==> config.mk <==
export PLATFORM = sky130hd
export DESIGN_NAME = cache_axi_bridge
export DESIGN_NICKNAME = d
export VERILOG_FILES = /design/src/verilog/bridge_pkg.sv /design/src/verilog/axi_read_channel.sv /design/src/verilog/axi_write_channel.sv /design/src/verilog/cache_axi_bridge.sv /design/src/verilog/refill_arbiter.sv
export SDC_FILE = /design/constraint.sdc
export NUM_CORES = 1
export LEC_CHECK = 0
export BUFFER_PORTS_ARGS = -buffer_cell sky130_fd_sc_hd__buf_2
export CORE_AREA = 2 2 146 148
export CTS_CLUSTER_SIZE = 30
export DETAILED_ROUTE_END_ITERATION = 6
export DIE_AREA = 0 0 148 150
export PLACE_DENSITY = 0.46
export SYNTH_ARGS = -nofsm -noshare
export SYNTH_HDL_FRONTEND = slang
export SYNTH_SLANG_ARGS = --single-unit
==> constraint.sdc <==
create_clock -name ACLK -period 3.8 [get_ports ACLK]
set_input_delay 0.19 -clock ACLK [delete_from_list [all_inputs] [get_ports ACLK]]
set_output_delay 0.19 -clock ACLK [all_outputs]
set_load 0.03 [all_outputs]
==> src/verilog/bridge_pkg.sv <==
package bridge_pkg;

    ////////////////////
    // Bus widths
    ////////////////////
    typedef logic [31:0] addr_t;
    typedef logic [31:0] data_t;
    // Byte strobe, also the cache byte-type mask
    typedef logic [3:0]  strb_t;
    typedef logic [3:0]  axi_id_t;
    // Burst length minus one
    typedef logic [3:0]  axi_len_t;
    typedef logic [2:0]  axi_size_t;
    typedef logic [1:0]  axi_burst_t;
    typedef logic [1:0]  axi_resp_t;

    // Four bytes per beat
    localparam axi_size_t  AXI_SIZE_WORD  = 3'd2;
    localparam axi_burst_t AXI_BURST_INCR = 2'd1;

    ////////////////////
    // Channel structs
    ////////////////////
    // Read address, also reused for write address
    typedef struct packed {
        axi_id_t    id;
        addr_t      addr;
        axi_len_t   len;
        axi_size_t  size;
        axi_burst_t burst;
        logic       valid;
    } axi_ar_t;

    typedef axi_ar_t axi_aw_t;

    typedef struct packed {
        axi_id_t   id;
        data_t     data;
        axi_resp_t resp;
        logic      last;
        logic      valid;
    } axi_r_t;

    typedef struct packed {
        data_t data;
        strb_t strb;
        logic  last;
        logic  valid;
    } axi_w_t;

    typedef struct packed {
        axi_id_t   id;
        axi_resp_t resp;
        logic      valid;
    } axi_b_t;

    // Shared read FSM states
    typedef enum logic [2:0] {
        REFILL_IDLE,
        REFILL_M0_AR,
        REFILL_M0_R,
        REFILL_M1_AR,
        REFILL_M1_R
    } refill_state_e;

endpackage : bridge_pkg

==> src/verilog/axi_read_channel.sv <==
`timescale 1ns/1ps

module axi_read_channel
    import bridge_pkg::*;
(
    input  logic    ACLK,
    input  logic    ARESETn,

    // From the arbiter
    input  logic    ar_load_i,
    input  axi_ar_t ar_req_i,
    input  logic    r_recv_i,

    // Bus side
    input  logic    arready_i,
    input  axi_r_t  r_i,
    output axi_ar_t ar_o,
    output logic    rready_o,

    // Handshake strobes back to the arbiter
    output logic    ar_done_o,
    output logic    r_beat_o,
    output logic    r_last_o
);

    ////////////////////
    // AR channel
    ////////////////////
    // Reloaded every cycle the arbiter sits in AR,
    // request stays stable since the cache holds its address
    always_ff @(posedge ACLK) begin
        if (!ARESETn) begin
            ar_o <= '0;
        end else if (ar_load_i) begin
            ar_o <= ar_req_i;
        end else begin
            // Idle bus, fields parked at zero
            ar_o <= '0;
        end
    end

    ////////////////////
    // R channel
    ////////////////////
    // Rises with the AR drop, falls after the last beat
    always_ff @(posedge ACLK) begin
        if (!ARESETn) begin
            rready_o <= 1'b0;
        end else begin
            rready_o <= r_recv_i;
        end
    end

    // Handshake detection
    assign ar_done_o = ar_o.valid & arready_i;
    assign r_beat_o  = r_i.valid & rready_o;
    // RID and RRESP not checked
    assign r_last_o  = r_beat_o & r_i.last;

endmodule : axi_read_channel

==> src/verilog/axi_write_channel.sv <==
`timescale 1ns/1ps

module axi_write_channel
    import bridge_pkg::*;
(
    // Data cache request
    input  logic    d_req_i,
    input  logic    d_write_i,
    input  addr_t   d_addr_i,
    input  data_t   d_wdata_i,
    // Active-low byte mask
    input  strb_t   d_type_i,

    // Bus side, AWREADY and B not looked at
    input  logic    awready_i,
    input  logic    wready_i,
    input  axi_b_t  b_i,

    // Accepted M1 read beat
    input  logic    r_beat_i,

    output axi_aw_t aw_o,
    output axi_w_t  w_o,
    output logic    bready_o,
    output logic    d_wait_o
);

    logic w_done;

    ////////////////////
    // Write address and data
    ////////////////////
    // Single beat, forwarded straight from the cache
    always_comb begin
        aw_o.id    = '0;
        aw_o.addr  = d_addr_i;
        aw_o.len   = '0;
        aw_o.size  = AXI_SIZE_WORD;
        aw_o.burst = AXI_BURST_INCR;
        aw_o.valid = d_write_i;
    end

    always_comb begin
        w_o.data  = d_wdata_i;
        // Strobe is the mask turned active high
        w_o.strb  = ~d_type_i;
        w_o.last  = 1'b1;
        w_o.valid = d_write_i;
    end

    // Response always accepted
    assign bready_o = 1'b1;

    // Data accepted on W, AW assumed taken along with it
    assign w_done = w_o.valid & wready_i;

    // Wait merge, read beats first then the write
    always_comb begin
        if (d_req_i) begin
            d_wait_o = ~r_beat_i;
        end else if (d_write_i) begin
            d_wait_o = ~w_done;
        end else begin
            d_wait_o = 1'b1;
        end
    end

endmodule : axi_write_channel

==> src/verilog/cache_axi_bridge.sv <==
`timescale 1ns/1ps

module cache_axi_bridge
    import bridge_pkg::*;
#(
    parameter int          REFILL_BEATS  = 4,
    parameter logic [15:0] UNCACHED_PAGE = 16'h1000
) (
    input  logic    ACLK,
    input  logic    ARESETn,

    // Instruction cache side
    input  logic    i_req_i,
    input  addr_t   i_addr_i,
    output logic    i_wait_o,

    // Data cache side
    input  logic    d_req_i,
    input  logic    d_write_i,
    input  addr_t   d_addr_i,
    input  data_t   d_wdata_i,
    input  strb_t   d_type_i,
    output logic    d_wait_o,

    // M0, read only
    output axi_ar_t m0_ar_o,
    input  logic    m0_arready_i,
    input  axi_r_t  m0_r_i,
    output logic    m0_rready_o,

    // M1, read and write
    output axi_ar_t m1_ar_o,
    input  logic    m1_arready_i,
    input  axi_r_t  m1_r_i,
    output logic    m1_rready_o,
    output axi_aw_t m1_aw_o,
    input  logic    m1_awready_i,
    output axi_w_t  m1_w_o,
    input  logic    m1_wready_i,
    input  axi_b_t  m1_b_i,
    output logic    m1_bready_o
);

    // Arbiter to read channels
    logic    m0_ar_load;
    logic    m0_r_recv;
    axi_ar_t m0_ar_req;
    logic    m1_ar_load;
    logic    m1_r_recv;
    axi_ar_t m1_ar_req;

    // Handshake strobes back to the arbiter
    logic    m0_ar_done;
    logic    m0_r_beat;
    logic    m0_r_last;
    logic    m1_ar_done;
    logic    m1_r_beat;
    logic    m1_r_last;

    ////////////////////
    // Read FSM
    ////////////////////
    refill_arbiter #(
        .REFILL_BEATS  (REFILL_BEATS),
        .UNCACHED_PAGE (UNCACHED_PAGE)
    ) arb (
        .ACLK          (ACLK),
        .ARESETn       (ARESETn),
        .i_req_i       (i_req_i),
        .i_addr_i      (i_addr_i),
        .d_req_i       (d_req_i),
        .d_addr_i      (d_addr_i),
        .m0_ar_done_i  (m0_ar_done),
        .m0_r_beat_i   (m0_r_beat),
        .m0_r_last_i   (m0_r_last),
        .m1_ar_done_i  (m1_ar_done),
        .m1_r_last_i   (m1_r_last),
        .m0_ar_load_o  (m0_ar_load),
        .m0_r_recv_o   (m0_r_recv),
        .m0_ar_req_o   (m0_ar_req),
        .m1_ar_load_o  (m1_ar_load),
        .m1_r_recv_o   (m1_r_recv),
        .m1_ar_req_o   (m1_ar_req),
        .i_wait_o      (i_wait_o)
    );

    ////////////////////
    // Port read channels
    ////////////////////
    // Instruction refills
    axi_read_channel rd_m0 (
        .ACLK       (ACLK),
        .ARESETn    (ARESETn),
        .ar_load_i  (m0_ar_load),
        .ar_req_i   (m0_ar_req),
        .arready_i  (m0_arready_i),
        .r_recv_i   (m0_r_recv),
        .r_i        (m0_r_i),
        .ar_o       (m0_ar_o),
        .rready_o   (m0_rready_o),
        .ar_done_o  (m0_ar_done),
        .r_beat_o   (m0_r_beat),
        .r_last_o   (m0_r_last)
    );

    // Data reads
    axi_read_channel rd_m1 (
        .ACLK       (ACLK),
        .ARESETn    (ARESETn),
        .ar_load_i  (m1_ar_load),
        .ar_req_i   (m1_ar_req),
        .arready_i  (m1_arready_i),
        .r_recv_i   (m1_r_recv),
        .r_i        (m1_r_i),
        .ar_o       (m1_ar_o),
        .rready_o   (m1_rready_o),
        .ar_done_o  (m1_ar_done),
        .r_beat_o   (m1_r_beat),
        .r_last_o   (m1_r_last)
    );

    // Single-beat data writes, plus data wait merge
    axi_write_channel wr_m1 (
        .d_req_i    (d_req_i),
        .d_write_i  (d_write_i),
        .d_addr_i   (d_addr_i),
        .d_wdata_i  (d_wdata_i),
        .d_type_i   (d_type_i),
        .awready_i  (m1_awready_i),
        .wready_i   (m1_wready_i),
        .b_i        (m1_b_i),
        .r_beat_i   (m1_r_beat),
        .aw_o       (m1_aw_o),
        .w_o        (m1_w_o),
        .bready_o   (m1_bready_o),
        .d_wait_o   (d_wait_o)
    );

endmodule : cache_axi_bridge

==> src/verilog/refill_arbiter.sv <==
`timescale 1ns/1ps

module refill_arbiter
    import bridge_pkg::*;
#(
    parameter int          REFILL_BEATS  = 4,
    parameter logic [15:0] UNCACHED_PAGE = 16'h1000
) (
    input  logic    ACLK,
    input  logic    ARESETn,

    input  logic    i_req_i,
    input  addr_t   i_addr_i,
    input  logic    d_req_i,
    input  addr_t   d_addr_i,

    // Handshakes seen by the read channels
    input  logic    m0_ar_done_i,
    input  logic    m0_r_beat_i,
    input  logic    m0_r_last_i,
    input  logic    m1_ar_done_i,
    input  logic    m1_r_last_i,

    output logic    m0_ar_load_o,
    output logic    m0_r_recv_o,
    output axi_ar_t m0_ar_req_o,
    output logic    m1_ar_load_o,
    output logic    m1_r_recv_o,
    output axi_ar_t m1_ar_req_o,
    output logic    i_wait_o
);

    // Cacheable burst length, as AXI len
    localparam axi_len_t BURST_LEN = axi_len_t'(REFILL_BEATS - 1);

    refill_state_e state_q;
    refill_state_e state_d;

    // Data address inside the uncached page
    logic          d_uncached;

    ////////////////////
    // State register
    ////////////////////
    always_ff @(posedge ACLK) begin
        if (!ARESETn) begin
            state_q <= REFILL_IDLE;
        end else begin
            state_q <= state_d;
        end
    end

    // Next state, instruction wins from idle
    always_comb begin
        state_d = state_q;
        case (state_q)
            REFILL_IDLE: begin
                if (i_req_i) begin
                    state_d = REFILL_M0_AR;
                end else if (d_req_i) begin
                    state_d = REFILL_M1_AR;
                end
            end
            REFILL_M0_AR: begin
                if (m0_ar_done_i) begin
                    state_d = REFILL_M0_R;
                end
            end
            REFILL_M0_R: begin
                // Hand over to a waiting data read
                if (m0_r_last_i) begin
                    state_d = d_req_i ? REFILL_M1_AR : REFILL_IDLE;
                end
            end
            REFILL_M1_AR: begin
                if (m1_ar_done_i) begin
                    state_d = REFILL_M1_R;
                end
            end
            REFILL_M1_R: begin
                // And back to a waiting refill
                if (m1_r_last_i) begin
                    state_d = i_req_i ? REFILL_M0_AR : REFILL_IDLE;
                end
            end
            default: begin
                state_d = REFILL_IDLE;
            end
        endcase
    end

    ////////////////////
    // Channel controls
    ////////////////////
    // Decoded from next state so the channels register in step
    assign m0_ar_load_o = (state_d == REFILL_M0_AR);
    assign m0_r_recv_o  = (state_d == REFILL_M0_R);
    assign m1_ar_load_o = (state_d == REFILL_M1_AR);
    assign m1_r_recv_o  = (state_d == REFILL_M1_R);

    assign d_uncached = (d_addr_i[31:16] == UNCACHED_PAGE);

    // Instruction refill, always a full INCR burst
    always_comb begin
        m0_ar_req_o.id    = '0;
        m0_ar_req_o.addr  = i_addr_i;
        m0_ar_req_o.len   = BURST_LEN;
        m0_ar_req_o.size  = AXI_SIZE_WORD;
        m0_ar_req_o.burst = AXI_BURST_INCR;
        m0_ar_req_o.valid = m0_ar_load_o;
    end

    // Data read, single beat when uncached
    always_comb begin
        m1_ar_req_o.id    = '0;
        m1_ar_req_o.addr  = d_addr_i;
        m1_ar_req_o.len   = d_uncached ? axi_len_t'(0) : BURST_LEN;
        m1_ar_req_o.size  = AXI_SIZE_WORD;
        m1_ar_req_o.burst = AXI_BURST_INCR;
        m1_ar_req_o.valid = m1_ar_load_o;
    end

    // Icache samples RDATA on each accepted M0 beat
    assign i_wait_o = ~m0_r_beat_i;

endmodule : refill_arbiter
# After elaboration in Yosys (flattened, before gate mapping)
# Index checks and enable logic that the tools add are counted.
[word_totals]
reg_bits = 95
in_bits = 196
elab_cells = 52
[op_classes]
n_eq_ne = 9
mux = 14
bitwise_logic = 11
n_reduce_logical = 3
[ops]
columns = ["op", "n"]
rows = [
  ["$mux W3", 6],
  ["$eq A16 B13 Y1 const B", 1],
  ["$pmux W3 S5", 1],
  ["$eq A3 B2 Y1 const B", 4],
  ["$mux W8", 1],
  ["$and A1 B1 Y1", 7],
  ["$eq A3 B1 Y1 const B", 2],
  ["$eq A3 B3 Y1 const B", 2],
  ["$mux W5", 1],
  ["$mux W2", 2],
  ["$not A4 Y4", 1],
  ["$reduce_and A2 Y1", 2],
  ["$logic_not A3 Y1", 1],
  ["$mux W1", 3],
  ["$not A1 Y1", 3],
]

# Depth between registers and ports, before layout
[depth]
depth_word = 6
depth_mapped = 7
mapped_depth_nobuf = 5

# Modules after synthesis
# A second synthesis with hierarchy kept.
[unflattened]
cells_unflattened = 431
area_unflattened_um2 = 4271.6
[by_module_without_submodules]
columns = ["mod", "n_inst", "cells_each", "area_per_inst_um2"]
rows = [
  ["axi_read_channel", 2, 106, 1333.8],
  ["refill_arbiter", 1, 130, 959.7],
  ["axi_write_channel", 1, 89, 644.4],
]

# Worst setup path before layout
# Ideal clock, no wire load.
[synth_timing]
kind = "register -> register"
start = "reg rd_m0.rready_o"
end = "reg rd_m0.ar_o[32] (netlist bit)"
setup_ps = 73
arrival_time_ps = 1956
required_ps = 3727
slack_ps = 1771
stages_incl_launch_ff = 8
period_less_slack_ps = 2029
path_cell_list = "dfxtp_1 > nand2_1 > o32a_1 > o221a_1 > buf_6 > buf_6 > buf_8 > nor3_4"
[synth_via]
elab_chain_len = 6
[synth_lines]
columns = ["item", "line", "text"]
rows = [
  ["from (decl)", "axi_read_channel.sv:18", "output logic rready_o,"],
  ["from (signal assigned)", "axi_read_channel.sv:50", "rready_o <= r_recv_i;"],
  ["$and A1 B1 Y1", "axi_read_channel.sv:56", "assign r_beat_o = r_i.valid & rready_o;"],
  ["$and A1 B1 Y1", "axi_read_channel.sv:58", "assign r_last_o = r_beat_o & r_i.last;"],
  ["$mux W3", "refill_arbiter.sv:71", "if (m0_r_last_i) begin"],
  ["$pmux W3 S5", "refill_arbiter.sv:56", "case (state_q)"],
  ["$eq A3 B1 Y1", "refill_arbiter.sv:96", "assign m0_ar_load_o = (state_d == REFILL_M0_AR);"],
  ["$reduce_and A2 Y1 (no line)", "--", ""],
  ["to (signal assigned)", "axi_read_channel.sv:35", "ar_o <= ar_req_i;"],
  ["to (decl)", "axi_read_channel.sv:17", "output axi_ar_t ar_o,"],
]
# Every way passes these cells.
# A chain may end at the register's enable or synchronous reset.

# Final worst setup path
[layout_timing]
start = "reg arb.state_q[0]"
end = "reg rd_m1.ar_o[20] (netlist bit)"
[layout_via]
elab_chain_len = 5
elab_cells_between_ends = 14
classes_between = "eq/ne (5); mux (7); reduce/logical (2)"
[layout_lines]
columns = ["item", "line", "text"]
rows = [
  ["from (decl)", "refill_arbiter.sv:36", "refill_state_e state_q;"],
  ["from (signal assigned)", "refill_arbiter.sv:49", "state_q <= state_d;"],
  ["$mux W3", "refill_arbiter.sv:60", "end else if (d_req_i) begin"],
  ["$mux W3", "refill_arbiter.sv:58", "if (i_req_i) begin"],
  ["$pmux W3 S5 *", "refill_arbiter.sv:56", ""],
  ["$eq A3 B2 Y1 *", "refill_arbiter.sv:98", "assign m1_ar_load_o = (state_d == REFILL_M1_AR);"],
  ["$reduce_and A2 Y1 (no line) *", "--", ""],
  ["to (signal assigned)", "axi_read_channel.sv:35", ""],
  ["to (decl)", "axi_read_channel.sv:17", ""],
]
# Mark *: on every way between the ends. The rest lies on a longest branch, timed or not.

==> out/results.tsv <==
stage	metric	value	unit
floorplanning	boundaryPins	377	
clocking	tritoncts	done	
yosys	yosys-top-cells-area	dfxtp_1 (45%), buf_4 (25%), nor3b_1 (7.8%), nand2_1 (4.5%), nor3_1 (4.1%)	
critical_path	criticalPathCategory	reg2reg	
pwr	p_leak	1.99	nW
finish	diodes	0	
floorplanning	core_area	20700	um^2
grt	grt_first_pass_wirelength	12000	um
pwr	power_density	561	nW/um^2
flow_run	max_cap_violations	0	
critical_path	path_buf_inv	1	
timing	setup_viol	0	
yosys	synth_edf_count	0	
critical_path	cp.required	3970	ps
finish	syn_to_final_growth	27.0	%
critical_path	crit_chain	nand2b_4, o311ai_0, a21o_1, buf_4, nor3b_1	
critical_path	crit_slowest_cell	a21o_1	
route	met3_length	862	um
route	routed.top_layer	met4	
critical_path	critPathLaunchType	flip-flop	
clocking	cts_sinks	72	
placed_design	portBuffers	195	
grt	antenna_found_initial	0	
floorplanning	die_x	148	um
clocking	numCtsBuffers	9	
finish	final_nets	651	
yosys	ys_ff_latch	72	
clocking	cts-hold-fix-buffers	0	
critical_path	endpoint_kind	flip-flop	
timing	period_share	57.9	%
yosys	synthMostInstantiatedCell	buf_4	
yosys	synth-seq-area-share	45.3	%
floorplanning	start_util	15.4	%
finish	utilization	19.5	%
route	met1_length	3240	um
timing	whs	75.6	ps
yosys	synthesis.area	3180	um^2
yosys	yosysWarnings	0	
route	dr_wl_met2	4070	um
clocking	clockRootBuffer	clkbuf_16	
timing	hold_violations	0	
clocking	clkLatencyLatePin	340	ps
grt	grt_usage	7.22	%
pwr	p_total	2.27	mW
route	drtAntennaViolNets	0	
route	routedWlPerCell	11.4	um
critical_path	reg2reg_slack	1600	ps
floorplanning	chipHeight	150	um
timing	grt_setup_unrepaired	no	
critical_path	slowest_delay	650	ps
clocking	h-tree-depth	3	
pwr	peakVddDrop	0.000177	V
finish	drive_gt1_share	48.5	%
placed_design	dpl-instance-area	3730	um^2
yosys	synth_commonest_cells	buf_4 (106), dfxtp_1 (72), nand2_1 (38)	
clocking	clkSlewWorstSetupHoldPaths	60	ps
critical_path	crit_fanout	20	
route	drt-vias-per-instance	3.34	
floorplanning	num_rows	53	
outcome	status	finished, final reports clean	
clocking	clock_path_buffers	2	
placed_design	routabilityCongestion	0.663	
timing	maxSlewViolCount	0	
route	drc	0	
critical_path	arrival	2370	ps
finish	fill_cells	2361	
grt	overflow	0	
floorplanning	die-area	22200	um^2
yosys	ys_types	32	
finish	final_cell_area	4040	um^2
timing	tns	0	ps
clocking	post_cts_resized	0	
yosys	synth_cells	341	
grt	grt_max_degree	70	
worst_hold_path	hp-class	in2reg	
route	dr.first_iter.drc_count	69	
yosys	yosys.area.top_type_share	45.3	%
yosys	synth-async-reset-ratio	0	%
route	wl	8360	um
yosys	yosysTopAreaCell	dfxtp_1	
placed_design	post-dp-hpwl	6060	um
timing	slew-limit-headroom	37.1	%
yosys	postSynthAreaPerCell	9.33	um^2
yosys	ys.flop_type	dfxtp_1	
timing	tightest_slew	943	ps
route	drt_pass1_iterations	4	
grt	grt_pass1_vias	2240	
clocking	post_cts_buffers	0	
route	vias	2456	
timing	fmax	0.455	GHz
timing	clock_skew	6.38	ps
critical_path	cp_top_family	compound AO/OA/AOI/OAI gates	
timing	min_period	2200	ps
==> final cells by class <==
class / count / area [um^2] / area share (%)
well taps: 275 / 344 / 8.52
clock buffers: 9 / 225 / 5.58
flip-flops and latches: 72 / 1440 / 35.7
inverters: 7 / 26.3 / 0.651
multi-input cells: 168 / 932 / 23.1
clock inverters: 7 / 78.8 / 1.95
repair buffers: 197 / 991 / 24.5
==> worst min-delay path, stage by stage <==
cell and delay (ps):
buf_2 90, nand2_1 50, nor3_1 40
==> registers in the layout, summed over array words and instances (netlist names) <==
signal	cells
arb.state_q	3
rd_m0.ar_o	33
rd_m1.ar_o	34
rd_m0.rready_o	1
rd_m1.rready_o	1
==> logic make-up (layout without fill, tap and decap cells) <==
kind of cell    after synthesis  count (layout)  share of synthesized area [%]
flops                        72              72                           45.3
other cells                   2              33                          0.236
compound gates               10              10                           2.20
buf+inv                     132             220                           29.3
simple gates                125             125                           22.9
==> placed cells by master, fill, tap and decap left out, drive strengths merged <==
master	n
nor2	5
o21ai	2
nor3	34
buf	197
bufinv	1
nor3b	33
o221a	1
a21o	1
nand2	38
and4	1
a31oi	2
o311ai	1
and2	2
a21oi	2
clkinv	4
and3	1
nand4	1
inv	9
clkbuf	9
dfxtp	72
nor4	3
nand3	2
o32a	1
nand2b	2
conb	33
nor4b	1
nor2b	2
==> stage by stage <==
stage               cells  setup slack, ps
finish                735             1600
detailed placement    719             1520
global placement      719             1490
CTS                   735             1510
global route          735             1300
floorplan             372             1770
==> power breakdown <==
group | leakage [nW] | internal [mW] | switching, mW
clock network | 0.150 | 0.515 | 0.354
registers | 0.587 | 0.817 | 0.0224
logic | 1.26 | 0.142 | 0.416
==> metal layers <==
| metal | vias to the layer above | track usage, % |
|---|---|---|
| met5 | - | 0 |
| met4 | 0 | 3.90 |
| met3 | 18 | 3.14 |
| met2 | 158 | 12.4 |
| met1 | 1086 | 7.41 |
| li1 | 1194 | - |
==> path summary, 6_finish.rpt <==
path	from	to	cells past startpoint
worst max-delay path	arb.state_q[0]	rd_m1.ar_o[20]	5
worst min-delay path	i_addr_i[12]	rd_m0.ar_o[22]	3
worst max register to register	arb.state_q[0]	rd_m1.ar_o[20]	5
worst min register to register	arb.state_q[1]	rd_m1.rready_o	3
Note: power is estimated with default switching activity, not from simulation.
